===== src/include/rv_cfg.svh =====
`ifndef RV_CFG_SVH
`define RV_CFG_SVH

// Datapath and address width
`define RV_XLEN 32

// Program memory depth in 32-bit words
`define RV_IMEM_WORDS 64

// Data RAM depth in 32-bit words
`define RV_DMEM_WORDS 64

// First byte address of the I/O window
`define RV_IO_BASE 32'h0000_1000

`endif


===== src/rtl/RvPkg.sv =====
`include "rv_cfg.svh"

package RvPkg;

    // --------------------------------------------------
    // Encodings
    // --------------------------------------------------

    typedef enum logic [6:0] {
        OP     = 7'b0110011,   // R-type ALU
        OP_IMM = 7'b0010011,   // ADDI
        LUI    = 7'b0110111,
        LOAD   = 7'b0000011,   // LW only
        STORE  = 7'b0100011,   // SW only
        BRANCH = 7'b1100011,   // BEQ, BLT
        JAL    = 7'b1101111,
        JALR   = 7'b1100111
    } opcodeE;

    typedef enum logic [2:0] {
        ADD,
        SUB,
        AND,
        OR,
        XOR,
        SLT,      // Signed compare
        PASSB     // Operand B straight through
    } aluOpE;

    typedef enum logic [1:0] {WB_ALU, WB_MEM, WB_PC4} wbSelE;     // Writeback source
    typedef enum logic [1:0] {PC_PLUS4, PC_REL, PC_RS1} pcSelE;   // Next PC source

    // --------------------------------------------------
    // Buses
    // --------------------------------------------------

    typedef struct packed {
        logic [`RV_XLEN-1:0] addr;   // Fetch address
        logic [31:0]         inst;   // Returned word
    } instBusT;

    typedef struct packed {
        logic [`RV_XLEN-1:0] addr;
        logic [`RV_XLEN-1:0] wrData;
        logic                wrEn;
    } dataBusT;

    typedef struct packed {
        logic                valid;
        logic [`RV_XLEN-1:0] addr;   // Word address
        logic [31:0]         inst;
    } progWrT;

    typedef struct packed {
        logic                valid;
        logic [`RV_XLEN-1:0] addr;   // Byte address
        logic [`RV_XLEN-1:0] data;
    } ioWrT;

    typedef struct packed {
        aluOpE aluOp;
        logic  regWrEn;
        logic  memWrEn;
        logic  opASelPc;    // 1 = PC, 0 = rs1
        logic  opBSelImm;   // 1 = immediate, 0 = rs2
        wbSelE wbSel;
        pcSelE pcSel;
    } ctrlT;

endpackage


===== src/rtl/InstDecoder.sv =====
`timescale 1ns/1ps

module InstDecoder (
    input  logic [31:0] i_inst,   // Raw instruction
    output logic [4:0]  o_rs1,
    output logic [4:0]  o_rs2,
    output logic [4:0]  o_rd,
    output logic [31:0] o_imm     // Sign-extended immediate
);

    import RvPkg::*;

    opcodeE opcode;

    assign opcode = opcodeE'(i_inst[6:0]);

    // Register fields sit in the same place for every format
    assign o_rs1 = i_inst[19:15];
    assign o_rs2 = i_inst[24:20];
    assign o_rd  = i_inst[11:7];

    // --------------------------------------------------
    // Immediate by format
    // --------------------------------------------------
    always_comb begin
        case (opcode)
            OP_IMM, LOAD, JALR: begin   // I-type
                o_imm = {{20{i_inst[31]}}, i_inst[31:20]};
            end
            STORE: begin                // S-type
                o_imm = {{20{i_inst[31]}}, i_inst[31:25], i_inst[11:7]};
            end
            BRANCH: begin               // B-type, bit 0 implied zero
                o_imm = {{19{i_inst[31]}}, i_inst[31], i_inst[7],
                         i_inst[30:25], i_inst[11:8], 1'b0};
            end
            LUI: begin                  // U-type
                o_imm = {i_inst[31:12], 12'd0};
            end
            JAL: begin                  // J-type
                o_imm = {{11{i_inst[31]}}, i_inst[31], i_inst[19:12],
                         i_inst[20], i_inst[30:21], 1'b0};
            end
            default: o_imm = '0;        // R-type and unknown
        endcase
    end

endmodule


===== src/rtl/DatapathController.sv =====
`timescale 1ns/1ps
`include "rv_cfg.svh"

module DatapathController (
    input  logic [31:0]         i_inst,
    input  logic [`RV_XLEN-1:0] i_rs1Data,   // For branch compare
    input  logic [`RV_XLEN-1:0] i_rs2Data,
    output RvPkg::ctrlT         o_ctrl
);

    import RvPkg::*;

    opcodeE     opcode;
    logic [2:0] funct3;
    logic [6:0] funct7;
    logic       isEq;   // rs1 == rs2
    logic       isLt;   // rs1 < rs2, signed

    assign opcode = opcodeE'(i_inst[6:0]);
    assign funct3 = i_inst[14:12];
    assign funct7 = i_inst[31:25];

    // Comparator, only branches need it
    assign isEq = (i_rs1Data == i_rs2Data);
    assign isLt = ($signed(i_rs1Data) < $signed(i_rs2Data));

    // --------------------------------------------------
    // Control word
    // --------------------------------------------------
    always_comb begin
        // Safe default behaves as a no-op
        o_ctrl = '{aluOp: ADD, regWrEn: 1'b0, memWrEn: 1'b0, opASelPc: 1'b0,
                   opBSelImm: 1'b0, wbSel: WB_ALU, pcSel: PC_PLUS4};

        case (opcode)
            OP: begin
                o_ctrl.regWrEn = 1'b1;
                case ({funct7, funct3})
                    10'b0000000_000: o_ctrl.aluOp = ADD;
                    10'b0100000_000: o_ctrl.aluOp = SUB;
                    10'b0000000_111: o_ctrl.aluOp = AND;
                    10'b0000000_110: o_ctrl.aluOp = OR;
                    10'b0000000_100: o_ctrl.aluOp = XOR;
                    10'b0000000_010: o_ctrl.aluOp = SLT;
                    default:         o_ctrl.regWrEn = 1'b0;   // Outside subset
                endcase
            end
            OP_IMM: begin   // ADDI only
                o_ctrl.opBSelImm = 1'b1;
                o_ctrl.regWrEn   = (funct3 == 3'b000);
            end
            LUI: begin
                o_ctrl.aluOp     = PASSB;
                o_ctrl.opBSelImm = 1'b1;
                o_ctrl.regWrEn   = 1'b1;
            end
            LOAD: begin     // LW, address = rs1 + imm
                o_ctrl.opBSelImm = 1'b1;
                o_ctrl.wbSel     = WB_MEM;
                o_ctrl.regWrEn   = (funct3 == 3'b010);
            end
            STORE: begin    // SW
                o_ctrl.opBSelImm = 1'b1;
                o_ctrl.memWrEn   = (funct3 == 3'b010);
            end
            BRANCH: begin
                if ((funct3 == 3'b000 && isEq) || (funct3 == 3'b100 && isLt)) begin
                    o_ctrl.pcSel = PC_REL;   // BEQ / BLT taken
                end
            end
            JAL: begin
                o_ctrl.regWrEn = 1'b1;
                o_ctrl.wbSel   = WB_PC4;     // Link
                o_ctrl.pcSel   = PC_REL;
            end
            JALR: begin
                if (funct3 == 3'b000) begin
                    o_ctrl.regWrEn = 1'b1;
                    o_ctrl.wbSel   = WB_PC4;
                    o_ctrl.pcSel   = PC_RS1;
                end
            end
            default: ;      // Unknown opcode, nothing written
        endcase
    end

endmodule


===== src/rtl/RegisterFile.sv =====
`timescale 1ns/1ps
`include "rv_cfg.svh"

module RegisterFile (
    input  logic                i_Clock,
    input  logic                i_arstN,
    input  logic [4:0]          i_wrAddr,
    input  logic [`RV_XLEN-1:0] i_wrData,
    input  logic                i_wrEn,
    input  logic [4:0]          i_rdAddrA,
    output logic [`RV_XLEN-1:0] o_rdDataA,
    input  logic [4:0]          i_rdAddrB,
    output logic [`RV_XLEN-1:0] o_rdDataB
);

    logic [`RV_XLEN-1:0] regs [32];   // x0..x31

    always_ff @(posedge i_Clock or negedge i_arstN) begin
        if (!i_arstN) begin
            regs <= '{default: '0};   // All registers start at zero
        end else if (i_wrEn && i_wrAddr != 5'd0) begin
            regs[i_wrAddr] <= i_wrData;   // x0 writes dropped
        end
    end

    // Asynchronous read, x0 forced to zero
    assign o_rdDataA = (i_rdAddrA == 5'd0) ? '0 : regs[i_rdAddrA];
    assign o_rdDataB = (i_rdAddrB == 5'd0) ? '0 : regs[i_rdAddrB];

endmodule


===== src/rtl/IntegerAlu.sv =====
`timescale 1ns/1ps
`include "rv_cfg.svh"

module IntegerAlu (
    input  RvPkg::aluOpE        i_op,
    input  logic [`RV_XLEN-1:0] i_operandA,
    input  logic [`RV_XLEN-1:0] i_operandB,
    output logic [`RV_XLEN-1:0] o_result
);

    import RvPkg::*;

    always_comb begin
        case (i_op)
            ADD:     o_result = i_operandA + i_operandB;
            SUB:     o_result = i_operandA - i_operandB;
            AND:     o_result = i_operandA & i_operandB;
            OR:      o_result = i_operandA | i_operandB;
            XOR:     o_result = i_operandA ^ i_operandB;
            SLT: begin   // 1 when A < B as two's complement
                o_result = {{(`RV_XLEN-1){1'b0}},
                            $signed(i_operandA) < $signed(i_operandB)};
            end
            PASSB:   o_result = i_operandB;   // LUI
            default: o_result = '0;
        endcase
    end

endmodule


===== src/rtl/ProcessorSC.sv =====
`timescale 1ns/1ps
`include "rv_cfg.svh"

module ProcessorSC (
    input  logic                i_Clock,
    input  logic                i_arstN,
    output logic [`RV_XLEN-1:0] o_instAddr,   // PC
    input  logic [31:0]         i_inst,
    output RvPkg::dataBusT      o_dBus,
    input  logic [`RV_XLEN-1:0] i_dRdData     // Load data
);

    import RvPkg::*;

    logic [`RV_XLEN-1:0] pc;
    logic [`RV_XLEN-1:0] pcNext;
    logic [`RV_XLEN-1:0] pcPlus4;
    logic [`RV_XLEN-1:0] pcPlusImm;   // Branch and JAL target
    logic [`RV_XLEN-1:0] rs1PlusImm;  // JALR target
    logic [4:0]          rs1;
    logic [4:0]          rs2;
    logic [4:0]          rd;
    logic [31:0]         imm;
    logic [`RV_XLEN-1:0] rs1Data;
    logic [`RV_XLEN-1:0] rs2Data;
    logic [`RV_XLEN-1:0] operandA;
    logic [`RV_XLEN-1:0] operandB;
    logic [`RV_XLEN-1:0] aluResult;
    logic [`RV_XLEN-1:0] wbData;
    ctrlT                ctrl;

    // --------------------------------------------------
    // Decode and control
    // --------------------------------------------------

    InstDecoder dec (
        .i_inst (i_inst),
        .o_rs1  (rs1),
        .o_rs2  (rs2),
        .o_rd   (rd),
        .o_imm  (imm));

    DatapathController dpCtrl (
        .i_inst    (i_inst),
        .i_rs1Data (rs1Data),
        .i_rs2Data (rs2Data),
        .o_ctrl    (ctrl));

    RegisterFile regs (
        .i_Clock   (i_Clock),
        .i_arstN   (i_arstN),
        .i_wrAddr  (rd),
        .i_wrData  (wbData),
        .i_wrEn    (ctrl.regWrEn),
        .i_rdAddrA (rs1),
        .o_rdDataA (rs1Data),
        .i_rdAddrB (rs2),
        .o_rdDataB (rs2Data));

    // --------------------------------------------------
    // Execute
    // --------------------------------------------------

    assign operandA = ctrl.opASelPc ? pc : rs1Data;
    assign operandB = ctrl.opBSelImm ? imm : rs2Data;

    IntegerAlu alu (
        .i_op       (ctrl.aluOp),
        .i_operandA (operandA),
        .i_operandB (operandB),
        .o_result   (aluResult));

    always_comb begin
        case (ctrl.wbSel)
            WB_MEM:  wbData = i_dRdData;   // LW
            WB_PC4:  wbData = pcPlus4;     // Return address
            default: wbData = aluResult;
        endcase
    end

    // --------------------------------------------------
    // Program counter
    // --------------------------------------------------

    assign pcPlus4    = pc + 32'd4;
    assign pcPlusImm  = pc + imm;
    assign rs1PlusImm = (rs1Data + imm) & ~32'd1;   // Bit 0 cleared

    always_comb begin
        case (ctrl.pcSel)
            PC_REL:  pcNext = pcPlusImm;
            PC_RS1:  pcNext = rs1PlusImm;
            default: pcNext = pcPlus4;
        endcase
    end

    always_ff @(posedge i_Clock or negedge i_arstN) begin
        if (!i_arstN) begin
            pc <= '0;   // Fetch starts at address 0
        end else begin
            pc <= pcNext;
        end
    end

    // Bus outputs
    assign o_instAddr    = pc;
    assign o_dBus.addr   = aluResult;
    assign o_dBus.wrData = rs2Data;
    assign o_dBus.wrEn   = ctrl.memWrEn & i_arstN;   // No stores while held in reset

endmodule


===== config.mk =====
export PLATFORM = sky130hd
export DESIGN_NAME = ProcessorSC
export DESIGN_NICKNAME = d
export VERILOG_FILES = /design/src/rtl/RvPkg.sv /design/src/rtl/InstDecoder.sv /design/src/rtl/DatapathController.sv /design/src/rtl/RegisterFile.sv /design/src/rtl/IntegerAlu.sv /design/src/rtl/ProcessorSC.sv
export VERILOG_INCLUDE_DIRS = /design/src /design/src/include
export SDC_FILE = /design/constraint.sdc
export NUM_CORES = 2
export LEC_CHECK = 0
export BUFFER_PORTS_ARGS = -buffer_cell sky130_fd_sc_hd__buf_2
export CAP_MARGIN = 20
export CORE_MARGIN = 2
export CORE_UTILIZATION = 45
export CTS_CLUSTER_DIAMETER = 60
export DETAILED_ROUTE_END_ITERATION = 6
export GPL_TIMING_DRIVEN = 0
export SLEW_MARGIN = 30
export SYNTH_ARGS = -nofsm -noshare
export SYNTH_HDL_FRONTEND = slang
export SYNTH_SLANG_ARGS = --single-unit

===== constraint.sdc =====
create_clock -name i_Clock -period 11.3 [get_ports i_Clock]
set_input_delay 0.565 -clock i_Clock [delete_from_list [all_inputs] [get_ports i_Clock]]
set_output_delay 0.565 -clock i_Clock [all_outputs]
set_load 0.01 [all_outputs]

==> reports/metrics.csv <==
metric;value;unit
status;completed;
Worst-path clk slew;0.06;ns
mapped cell area;0.0648;mm²
Yosys warning total;0;
maximum vdd ir drop;0.129;mV
R2R setup slack;3.40;ns
Die X-Extent;383;µm
area of the die;0.147;mm²
total grt overflow;0;
sequential cell area;0.0264;mm²
max-slew violation count;0;
nets;6831;
DP Worst Slack;0.339;ns
top_reg_cell synth;dfrtp_1;
relative slew slack;26.5;%
Worst path slowest cell;a2111oi_1;
Final WS setup;0.780;ns
Highest Signal Layer;met5;
H-tree levels;3;
Post-synth ARST share;100;%
Final period util;93.1;%
power density over cell area;121;mW/mm²
row count;139;
R2R Path Start;regs.regs[191];
post-synth cell types;84;
area used by multi-input combinational logic;0.0357;mm²
post-CTS sizing;0;
Peak Freq;0.0951;GHz
crit path cell chain;clkbuf_1 -> clkbuf_2 -> clkbuf_1 -> clkbuf_1 -> clkbuf_1 -> mux4_2 -> mux4_2 -> nand2_1 -> a21oi_1 -> ha_1 -> clkbuf_1 -> nand2b_1 -> inv_1 -> and3_1 -> a2111oi_4 -> a211oi_1 -> nor2_1 -> o31ai_1 -> a2111oi_1 -> or2_2 -> buf_2;
Setup Fix Bufs, Post-CTS;0;
Reg-to-Reg End;o_instAddr[30];
Synthesized Nets;6524;
Pwr Total;8.81;mW
post-synthesis sequential area ratio;40.8;%
FF-to-FF path depth;24;
crit end category;primary output;
Root Driver;clkbuf_16;
gpl congestion;1.01;
area grow syn2layout;12.8;%
Iteration-0 DRC Markers;6104;
met3 WL;26200;µm
final hold viol count;0;
port buffer count;150;
met1 wire length;102000;µm
most frequent cells in the layout;nand2_1 (1263), dfrtp_1 (1056), o21ai_0 (1055), mux4_2 (637), clkbuf_1 (459);
Most common cell on crit path;clkbuf_1;
Routed Antenna Nets;0;
clk_lat worst skew;0.79;ns
vias;55085;
I/O pin cnt;163;
Layout fillers;13069;
drt drc;0;
wire per inst;32.1;µm
HP Class;input pin to async pin;
element type at the critical path start;input pin;
vias in the first global route;53887;
cts bufs inserted;117;
CP Class;input pin to primary output;
met2 WL;129000;µm
first-pass GRT wire length;389000;µm
Lkg Pwr;31.2;nW
total global-route track usage;37.2;%
CTS tree;yes;
Setup Viol. Count Final;0;
fin cells;8563;
crit path max fanout;10;
Syn Area/Cell;10.4;µm²
CORE AREA;0.143;mm²
die height;383;µm
arrival time worst endpoint;9.95;ns
Tmin final;10.52;ns
Tightest Pin Transition;1.10;ns
Max-Cap Viols;0;
layout cells sized above 1;18.7;%
setup_tns;0;ns
Num Clock Sinks;1056;
#FFs+latches synth;1056;
RSZ-0062 raised after global routing;no;
Post-synth EDFFs;0;
initial core utilization;45.2;%
antenna violations before repair;13;
commonest non-fill, non-tap cell in the layout;nand2_1;
Routed WL;275000;µm
max incr delay on CP;0.91;ns
Via density;6.43;
largest net degree at the start of global routing;123;
Worst EP required;10.74;ns
DRT Pass-1 Iters;6;
final setup skew;0.0765;ns
Hold-fix buffers, CTS;1;
Syn Inst Count;6253;
HPWL Detailed;224000;µm
dpl cells;8342;
Clock Tree Buf Depth;3;
cell type report:
type | instances | area share [%]
clock buffers | 153 | 4.52
well taps | 1903 | 3.26
diodes | 3 | 0.0103
plain buffers | 578 | 3.21
clock inverters | 63 | 1.15
repair buffers | 188 | 1.98
flip-flops and latches | 1056 | 36.2
inverters | 162 | 0.832
multi-input cells | 4457 | 48.9
Yosys cell counts (8+ instances only):
| master | instances | share of area [%] |
|---|---|---|
| xor2_1 | 40 | 0.54 |
| a211oi_1 | 23 | 0.27 |
| nand4_1 | 25 | 0.24 |
| mux2i_1 | 31 | 0.48 |
| a211o_1 | 9 | 0.12 |
| mux4_2 | 637 | 22 |
| a221o_1 | 28 | 0.43 |
| nand2_1 | 1263 | 7.3 |
| o22ai_1 | 15 | 0.14 |
| mux2_2 | 11 | 0.19 |
| a21oi_1 | 221 | 1.7 |
| and3_1 | 13 | 0.13 |
| dfrtp_1 | 1056 | 41 |
| and2_1 | 18 | 0.17 |
| a31oi_1 | 19 | 0.18 |
| nand3_1 | 52 | 0.40 |
| a221oi_1 | 26 | 0.35 |
| nor2b_1 | 24 | 0.23 |
| xnor2_1 | 47 | 0.64 |
| or2_2 | 10 | 0.097 |
| nand2b_1 | 27 | 0.26 |
| a22oi_1 | 18 | 0.21 |
| nor3b_1 | 8 | 0.093 |
| o211ai_1 | 20 | 0.23 |
| buf_2 | 9 | 0.069 |
| buf_1 | 64 | 0.37 |
| nor3_1 | 34 | 0.26 |
| o21ai_0 | 1072 | 8.3 |
| a21boi_0 | 22 | 0.25 |
| nor4_1 | 11 | 0.11 |
| clkbuf_1 | 499 | 2.9 |
| inv_1 | 162 | 0.94 |
| ha_1 | 201 | 3.9 |
| o21a_1 | 30 | 0.35 |
| nor2_1 | 178 | 1.0 |
| a21o_1 | 78 | 0.90 |
| or3_1 | 19 | 0.18 |
| o21ai_2 | 30 | 0.41 |
| o21bai_1 | 22 | 0.25 |
| o21ai_1 | 10 | 0.077 |
| o31ai_1 | 48 | 0.56 |
cell families (layout without fill, tap and decap cells):
kind of cell    after synthesis  after routing  synth area share [%]
buf+inv                     740           1144                  4.35
simple gates               1708           1708                  10.9
mux                         679            679                  22.8
compound gates             1778           1778                  16.0
xor+xnor                     87             87                  1.18
other cells                   0              3                     0
flops                      1056           1056                  40.8
fa+ha+maj                   205            205                  4.00
flip-flops by register name, summed over array words and instances (netlist names):
register	count
regs.regs	1024
o_instAddr	32
layer usage:
metal | vias to the layer above | GRT usage, %
met5 | - | 0
met4 | 8 | 21.4
li1 | 23508 | -
met1 | 28041 | 46.0
met2 | 2860 | 60.1
met3 | 668 | 8.61
metrics by stage:
step           hold slack [ns]  util (%)  area (µm²)
6_report                 0.401      51.0       73100
5_1_grt                  0.434      51.0       73100
4_1_cts                  0.378      51.0       73000
3_3_place_gp             0.453      47.4       67900
3_5_place_dp             0.464      48.1       68900
2_1_floorplan            0.269         -       64800
worst max-delay path, delay by kind of cell:
kind | cells | cell delay (ns)
buffers and inverters | 8 | 3.83
AOI/OAI and AO/OA | 5 | 3.02
and+or+nand+nor | 5 | 1.38
muxes | 2 | 0.73
adders and majority gates | 1 | 0.37
worst max-delay path by stage:
stage                                  to  slack, ns        from
after floorplan            o_instAddr[30]       4.76  i_inst[16]
after global placement    regs.regs[1017]     -13.49     i_arstN
after detailed placement   o_instAddr[30]       0.34  i_inst[16]
after CTS                  o_instAddr[30]       1.10  i_inst[16]
after global routing           o_dBus[33]       0.84  i_inst[16]
final                          o_dBus[33]       0.78  i_inst[16]
report_power, final:
group / internal [mW] / leakage [nW] / switching [mW]
clock network: 2.39 / 2.03 / 1.74
registers: 3.81 / 14.7 / 0.0487
logic: 0.260 / 14.5 / 0.566
total: 6.46 / 31.2 / 2.35
(Power assumes the default switching activity.)
